## src/source/decodePkg.sv

```systemverilog
/*
   Decode stage shared definitions
   Datapath widths, register constants, instruction field positions and the
   opcode and branch condition encodings seen by the decode stage
*/
package decodePkg;

   // Datapath and register file geometry
   localparam int dataWidth    = 16;   // Register and datapath width
   localparam int regAddrWidth = 3;    // Eight registers need three index bits
   localparam int numRegs      = 8;
   localparam int opcodeWidth  = 5;    // Opcode sits in instr bits 15 to 11
   localparam int condWidth    = 2;    // Branch condition is the low two opcode bits

   // Instruction field positions, given as the low bit of each field
   localparam int opcodeLsb = 11;
   localparam int rsLsb     = 8;       // Rs occupies bits 10 to 8
   localparam int rtLsb     = 5;       // Rt occupies bits 7 to 5

   // Jump and link always deposits its return address in R7
   localparam logic [regAddrWidth-1:0] linkReg = 3'd7;

   // Instructions are two bytes wide so the link address is pcNow plus two
   localparam logic [dataWidth-1:0] pcStep = 16'd2;

   // Any opcode with these top three bits belongs to the branch class
   localparam logic [2:0] branchClass = 3'b011;

   // Opcodes this stage has to recognise
   // Other opcodes still pass through unchanged as raw values
   typedef enum logic [opcodeWidth-1:0] {
      opJal  = 5'b00110,   // Jump and link with a displacement
      opJalr = 5'b00111,   // Jump and link through Rs
      opBeqz = 5'b01100,   // Branch if Rs equals zero
      opBnez = 5'b01101,   // Branch if Rs is not zero
      opBltz = 5'b01110,   // Branch if Rs is negative
      opBgez = 5'b01111    // Branch if Rs is zero or positive
   } opcodeT;

   // Branch condition carried in instr bits 12 to 11
   typedef enum logic [condWidth-1:0] {
      condEqZero = 2'b00,
      condNeZero = 2'b01,
      condLtZero = 2'b10,
      condGeZero = 2'b11
   } branchCondT;

endpackage
```

## src/source/regPortIf.sv

```systemverilog
/*
   Register file port bundle
   Two combinational read ports and one clocked write port
*/
`timescale 1ns/1ps

interface regPortIf;

   // Read side, address in and data back in the same cycle
   logic [decodePkg::regAddrWidth-1:0] readAddr1;
   logic [decodePkg::regAddrWidth-1:0] readAddr2;
   logic [decodePkg::dataWidth-1:0]    readData1;
   logic [decodePkg::dataWidth-1:0]    readData2;

   // Write side, sampled at the rising clock edge
   logic [decodePkg::regAddrWidth-1:0] writeAddr;
   logic [decodePkg::dataWidth-1:0]    writeData;
   logic                               writeEn;

   // The register file itself
   modport owner (input readAddr1, readAddr2, writeAddr, writeData, writeEn,
                  output readData1, readData2);

   // Write port selection only ever touches the write side
   modport writer (output writeAddr, writeData, writeEn);

   // Decode reads Rs and Rt through this view
   modport reader (output readAddr1, readAddr2, input readData1, readData2);

endinterface

```

## src/source/decodeStage.sv

```systemverilog
/*
   Decode stage top level
   Splits the instruction into its fields and joins the register file, the
   write port selection and the branch resolution
*/
`timescale 1ns/1ps

module decodeStage (
   input logic                               clk,
   input logic                               rst,
   input logic [decodePkg::dataWidth-1:0]    instr,
   input logic [decodePkg::dataWidth-1:0]    imm,
   input logic [decodePkg::dataWidth-1:0]    writeback,
   input logic [decodePkg::dataWidth-1:0]    pcNow,         // PC of the instruction in decode
   input logic [decodePkg::regAddrWidth-1:0] writeRegAddr,
   input logic                               lbi,
   input logic                               link,
   input logic                               en,
   input logic                               bFlag,
   input logic                               jFlag,
   input logic                               halt,
   output logic [decodePkg::dataWidth-1:0]   reg1Data,      // Rs contents
   output logic [decodePkg::dataWidth-1:0]   reg2Data,      // Rt contents
   output logic                              pcSel
);

   decodePkg::opcodeT                  opcode;
   decodePkg::branchCondT              cond;
   logic [decodePkg::regAddrWidth-1:0] rsAddr;
   logic [decodePkg::regAddrWidth-1:0] rtAddr;

   regPortIf rp ();

   // Instruction fields
   assign opcode = decodePkg::opcodeT'(instr[decodePkg::opcodeLsb +: decodePkg::opcodeWidth]);
   assign cond   = decodePkg::branchCondT'(instr[decodePkg::opcodeLsb +: decodePkg::condWidth]);
   assign rsAddr = instr[decodePkg::rsLsb +: decodePkg::regAddrWidth];
   assign rtAddr = instr[decodePkg::rtLsb +: decodePkg::regAddrWidth];

   // Read side of the register port
   assign rp.readAddr1 = rsAddr;
   assign rp.readAddr2 = rtAddr;
   assign reg1Data     = rp.readData1;
   assign reg2Data     = rp.readData2;

   regFile rfInst (
      .clk (clk),
      .rst (rst),
      .rf  (rp)
   );

   writePortSelect wpsInst (
      .clk          (clk),
      .rst          (rst),
      .lbi          (lbi),
      .link         (link),
      .en           (en),
      .opcode       (opcode),
      .imm          (imm),
      .writeback    (writeback),
      .pcNow        (pcNow),
      .writeRegAddr (writeRegAddr),
      .wr           (rp)
   );

   // Rs doubles as the value the branch tests
   branchResolve brInst (
      .opcode (opcode),
      .cond   (cond),
      .rsData (reg1Data),
      .bFlag  (bFlag),
      .jFlag  (jFlag),
      .halt   (halt),
      .pcSel  (pcSel)
   );

endmodule

```

## src/source/branchResolve.sv

```systemverilog
/*
   Branch resolution
   Tests Rs against zero and its sign and decides whether the next PC is the
   branch or jump target
*/
`timescale 1ns/1ps

module branchResolve (
   input decodePkg::opcodeT               opcode,
   input decodePkg::branchCondT           cond,
   input logic [decodePkg::dataWidth-1:0] rsData,   // First read operand
   input logic                            bFlag,    // Branch class forced from control
   input logic                            jFlag,    // Unconditional jump
   input logic                            halt,
   output logic                           pcSel
);

   logic [decodePkg::opcodeWidth-1:0] opBits;     // Raw opcode value
   logic                              isZero;
   logic                              isNeg;
   logic                              isBranch;
   logic                              taken;

   assign opBits = opcode;

   // Status of Rs
   assign isZero = (rsData == '0);
   assign isNeg  = rsData[decodePkg::dataWidth-1];   // Two's complement sign

   // Branch class is decided by the top three opcode bits alone
   assign isBranch = (opBits[decodePkg::opcodeWidth-1 -: 3] == decodePkg::branchClass);

   // Condition evaluation
   always_comb begin
      taken = 1'b0;
      case (cond)
         decodePkg::condEqZero: taken = isZero;
         decodePkg::condNeZero: taken = !isZero;
         decodePkg::condLtZero: taken = isNeg;     // 8000 hex counts as negative
         decodePkg::condGeZero: taken = !isNeg;
      endcase
   end

   // A jump rides the branch path so jFlag only matters when branch or bFlag is set
   assign pcSel = (isBranch || bFlag) && !halt && (taken || jFlag);

endmodule

```

## src/source/writePortSelect.sv

```systemverilog
/*
   Write port selection
   Picks address, data and enable for the register file write port and tracks
   jump and link instructions through execute, memory and writeback
*/
`timescale 1ns/1ps

module writePortSelect (
   input logic                               clk,
   input logic                               rst,
   input logic                               lbi,           // Load byte immediate
   input logic                               link,          // Link write from a later stage
   input logic                               en,            // Writeback port wants to write
   input decodePkg::opcodeT                  opcode,
   input logic [decodePkg::dataWidth-1:0]    imm,           // Already sign extended
   input logic [decodePkg::dataWidth-1:0]    writeback,
   input logic [decodePkg::dataWidth-1:0]    pcNow,
   input logic [decodePkg::regAddrWidth-1:0] writeRegAddr,
   regPortIf.writer                          wr
);

   logic                            jalNow;    // Jump and link sitting in decode
   logic                            exJal;     // Same instruction one stage later
   logic                            memJal;
   logic                            wbJal;     // Reaches writeback this cycle
   logic [decodePkg::dataWidth-1:0] linkAddr;

   // JAL and JALR both write a return address
   assign jalNow = (opcode == decodePkg::opJal) || (opcode == decodePkg::opJalr);

   // Follow each jump and link down the pipe
   // Its writeback slot has to stay quiet since the link write already happened in decode
   always_ff @(posedge clk) begin
      if (rst) begin
         exJal  <= 1'b0;
         memJal <= 1'b0;
         wbJal  <= 1'b0;
      end else begin
         exJal  <= jalNow;
         memJal <= exJal;
         wbJal  <= memJal;
      end
   end

   assign linkAddr = pcNow + decodePkg::pcStep;   // Return address

   // A jump and link claims R7 no matter what writeback asks for
   assign wr.writeAddr = jalNow ? decodePkg::linkReg : writeRegAddr;

   // Link beats load immediate which beats ordinary writeback
   always_comb begin
      if (link || jalNow) begin
         wr.writeData = linkAddr;
      end else if (lbi) begin
         wr.writeData = imm;
      end else begin
         wr.writeData = writeback;
      end
   end

   // Writeback is dropped only in the slot that belongs to an earlier jump and link
   assign wr.writeEn = jalNow || (en && !wbJal);

   // An enabled write must carry a fully known register index
   writeAddrValid: assert property (
      @(posedge clk) disable iff (rst)
      wr.writeEn |-> !$isunknown(wr.writeAddr)
   ) else $error("writePortSelect enabled write to bad address %b", wr.writeAddr);

   // The writeback flag lines up exactly three cycles behind decode
   jalTrackDepth: assert property (
      @(posedge clk) disable iff (rst)
      (!$past(rst, 1) && !$past(rst, 2) && !$past(rst, 3)) |-> (wbJal == $past(jalNow, 3))
   ) else $error("writePortSelect jump and link tracking out of step");

endmodule

```

## src/source/regFile.sv

```systemverilog
/*
   Register file for the decode stage
   Eight 16-bit registers with two asynchronous reads and one write per clock
   A write becomes visible on the read ports in the following cycle
*/
`timescale 1ns/1ps

module regFile (
   input logic     clk,
   input logic     rst,
   regPortIf.owner rf
);

   // Register storage
   logic [decodePkg::dataWidth-1:0] regs [decodePkg::numRegs];

   // Reads look straight into the array
   // There is no bypass so a write in this cycle shows up only after the edge
   assign rf.readData1 = regs[rf.readAddr1];   // Rs port
   assign rf.readData2 = regs[rf.readAddr2];   // Rt port

   // Single write port
   always_ff @(posedge clk) begin
      if (rst) begin
         // The whole file comes up zeroed
         for (int i = 0; i < decodePkg::numRegs; i++) begin
            regs[i] <= '0;
         end
      end else if (rf.writeEn) begin
         regs[rf.writeAddr] <= rf.writeData;   // Lands at this edge
      end
   end

   // An unknown index on an enabled write would corrupt an arbitrary register,
   // which no later read could trace back to its source
   writeAddrKnown: assert property (
      @(posedge clk) disable iff (rst)
      rf.writeEn |-> !$isunknown(rf.writeAddr)
   ) else $error("regFile write enabled with unknown address %b", rf.writeAddr);

endmodule

```

## config.mk

```make
export PLATFORM = sky130hd
export DESIGN_NAME = decodeStage
export DESIGN_NICKNAME = d
export VERILOG_FILES = /design/src/source/decodePkg.sv /design/src/source/regPortIf.sv /design/src/source/decodeStage.sv /design/src/source/branchResolve.sv /design/src/source/writePortSelect.sv /design/src/source/regFile.sv
export SDC_FILE = /design/constraint.sdc
export NUM_CORES = 1
export LEC_CHECK = 0
export ABC_AREA = 0
export BUFFER_PORTS_ARGS = -buffer_cell sky130_fd_sc_hd__buf_2
export CORE_ASPECT_RATIO = 2
export CORE_UTILIZATION = 30
export DETAILED_ROUTE_END_ITERATION = 12
export PLACE_DENSITY = 0.49
export RECOVER_POWER = 100
export SLEW_MARGIN = 20
export SYNTH_ARGS = -nofsm -noshare
export SYNTH_HDL_FRONTEND = slang
export SYNTH_SLANG_ARGS = --single-unit
```

## constraint.sdc

```tcl
create_clock -name clk -period 2.66 [get_ports clk]
set_input_delay 0.399 -clock clk [delete_from_list [all_inputs] [get_ports clk]]
set_output_delay 0.399 -clock clk [all_outputs]
set_load 0.1 [all_outputs]
```

==> reports/metrics.yaml <==
route:
  wl_per_cell_um: 20.29
  avgViaCountPerCell: 5.128
  dr.pass1.iters: 8
  route.final.wire_length_um: 20900
  drt_iter0_drc: 209
  ant_nets: 0
  wl_met3_um: 732
  top_layer: "met4"
  drt-met1-wl_um: 7663
  wl_met2_um: 11780
  drc: 3
  vias: 5282
placement:
  placed_cells: 992
  hpwl_um: 15640
  place.gp.congestion: 0.8053
  place_ws_ns: -1.050
  port_buffers: 102
sta:
  fmax_ghz: 0.3032
  rsz0062_at_grt: "true"
  hold_viol: 0
  drv_slew: 0
  timing.final.crit_share_pct: 124.0
  period_needed_ns: 3.299
  setup_ws_ns: -0.6386
  worstMarginPinSlew_ns: 1.042
  finalSetupViolCount: 1
  slew_headroom_pct: 30.51
  hold_slack_ns: 0.3020
  skew_ns: 0.004076
cells_and_area:
  fin_cells: 1030
  fillerInstances: 2299
  layout.nets: 806
  drive_above_1_share_pct: 39.57
  utilization_pct: 39.51
  diodes: 0
  area_growth_pct: 29.66
clocking:
  htreeDepth: 4
  cts.clk_slew.worst_paths_ns: 0.05
  clock-sinks: 131
  clockBufferDepth: 2
  clk_latency_ns: 0.42
  cts_tree: "built"
  cts-root-buf: "clkbuf_16"
  numCtsBuffers: 17
setup_path:
  worstPathMaxFanout: 5
  required_ns: 2.26
  start_kind: "primary input"
  crit_arrival_ns: 2.90
  worstSetupEndpointType: "primary output"
  path_class: "primary input to primary output"
synthesis:
  synth_largest_area_cell: "edfxtp_1"
  synth_top_area_share_pct: 52.95
  synth_seq_area_share_pct: 53.77
  postSynthCellCount: 564
  synth_edf_count: 128
  synth_warnings: 0
  async_reset_ff_share_pct: 0
  syn_avg_cell_area_um2: 12.87
  syn_area_um2: 7259
  ys_types: 41
  synthFlopType: "edfxtp_1"
  synth.most_common_cell: "nor2_1"
  synth_nets: 640
  yosys-top-cells-area: "edfxtp_1 53%, mux4_2 10%, nor2_1 7.0%"
  synth_common_cells: "135 x nor2_1, 128 x edfxtp_1, 48 x mux2i_1"
  ys_ff_latch: 131
grt:
  antenna_found_initial: 0
  overflow: 0
  track_usage_pct: 17.48
  grt_pass1_vias: 5597
  grt_pass1_wl_um: 31810
  grt_max_degree: 33
floorplanning:
  row_count: 80
  dieArea_um2: 24860
  die_h_um: 222.0
  core_area_um2: 23820
  die_w_um: 112.0
  io_pins: 108
  start_util_pct: 30.47
power_and_ir_drop:
  power_density_nw_per_um2: 663.9
  leakagePower_nw: 3.619
  p_total_mw: 6.249
  max-vdd-ir-drop_uv: 418.4
job:
  drv_cap: 0
min_path:
  hold_path.class: "primary input to register"
run_status:
  violations: "DRC, setup timing"
  outcome: "finished, violations left"
-- kinds of logic after synthesis --
| family | share of synthesized area [%] |
|---|---|
| AOI/OAI and AO/OA | 4.860 |
| xor gates and xnor gates | 1.568 |
| adders and majority gates | 0.1723 |
| buffers and inverters | 2.689 |
| DFF | 53.77 |
| muxes | 24.35 |
| and+or+nand+nor | 12.58 |
-- repair_timing --
action	4_1_cts	5_1_grt
pin swaps	10	3
gates cloned	1	0
setup endpoints to repair	1	1
hold buffers	0	0
setup buffers	5	0
gates resized for setup	15	2
-- metal layers --
layer / up-vias / track usage (%)
met5: - / 0
met4: 0 / 8.559
met3: 37 / 2.898
met2: 150 / 34.00
met1: 2619 / 17.54
li1: 2476 / -
-- placed cells by master, fill, tap and decap left out, types with 15 or more instances in the layout --
cell,instances
buf_12,18
buf_2,86
buf_4,44
clkbuf_1,17
clkbuf_16,17
clkbuf_2,16
edfxtp_1,128
mux2_2,39
mux2i_1,48
mux4_2,33
nand2_1,19
nor2_1,135
o22ai_1,15
-- layout make-up --
| type | instances | area, um^2 | area share [%] |
|---|---|---|---|
| sequential | 131 | 3904 | 41.47 |
| clock buffer | 18 | 429.2 | 4.559 |
| tap | 287 | 359.1 | 3.815 |
| inverter | 3 | 11.26 | 0.1196 |
| multi-input combinational | 393 | 3247 | 34.49 |
| timing repair buffer | 184 | 1319 | 14.01 |
| clock inverter | 14 | 143.9 | 1.529 |
-- stage by stage --
| stage | setup TNS, ns | instance area (um^2) |
|---|---|---|
| finish | -0.6386 | 9413 |
| global route | -1.100 | 9413 |
| CTS | -0.6837 | 9637 |
| detailed placement | -1.050 | 8901 |
| global placement | -1.037 | 8901 |
| floorplan | -0.8899 | 7302 |
-- state kept, by name, indices dropped and copies added, names as in the netlist --
register	cells
wpsInst.exJal	1
wpsInst.wbJal	1
wpsInst.memJal	1
rfInst.regs	128
-- report_power, final --
part           internal, mW  leakage, nW  total (mW)  switching (mW)
sequential             2.41         1.25        2.48          0.0677
clock                  1.45        0.277        2.28           0.831
combinational         0.515         2.09        1.50           0.981
-- worst paths after layout --
path                                     from           endpoint  slack [ns]  cells past startpoint
worst max-delay path                 instr[9]              pcSel       -0.64                     11
worst min-delay path                      rst     wpsInst.memJal        0.30                      2
worst max register to register  wpsInst.wbJal  rfInst.regs[2][9]        0.60                      4
worst min register to register  wpsInst.exJal     wpsInst.memJal        0.44                      1
-- critical path: stages --
cell      delay [ns]
buf_4           0.14
buf_6           0.13
buf_4           0.14
mux2_2          0.33
a221o_2         0.37
nor4_4          0.33
nand4_1         0.26
buf_4           0.22
buf_4           0.14
a211oi_4        0.23
buf_12          0.21
Power figures use the tool's default switching activity.
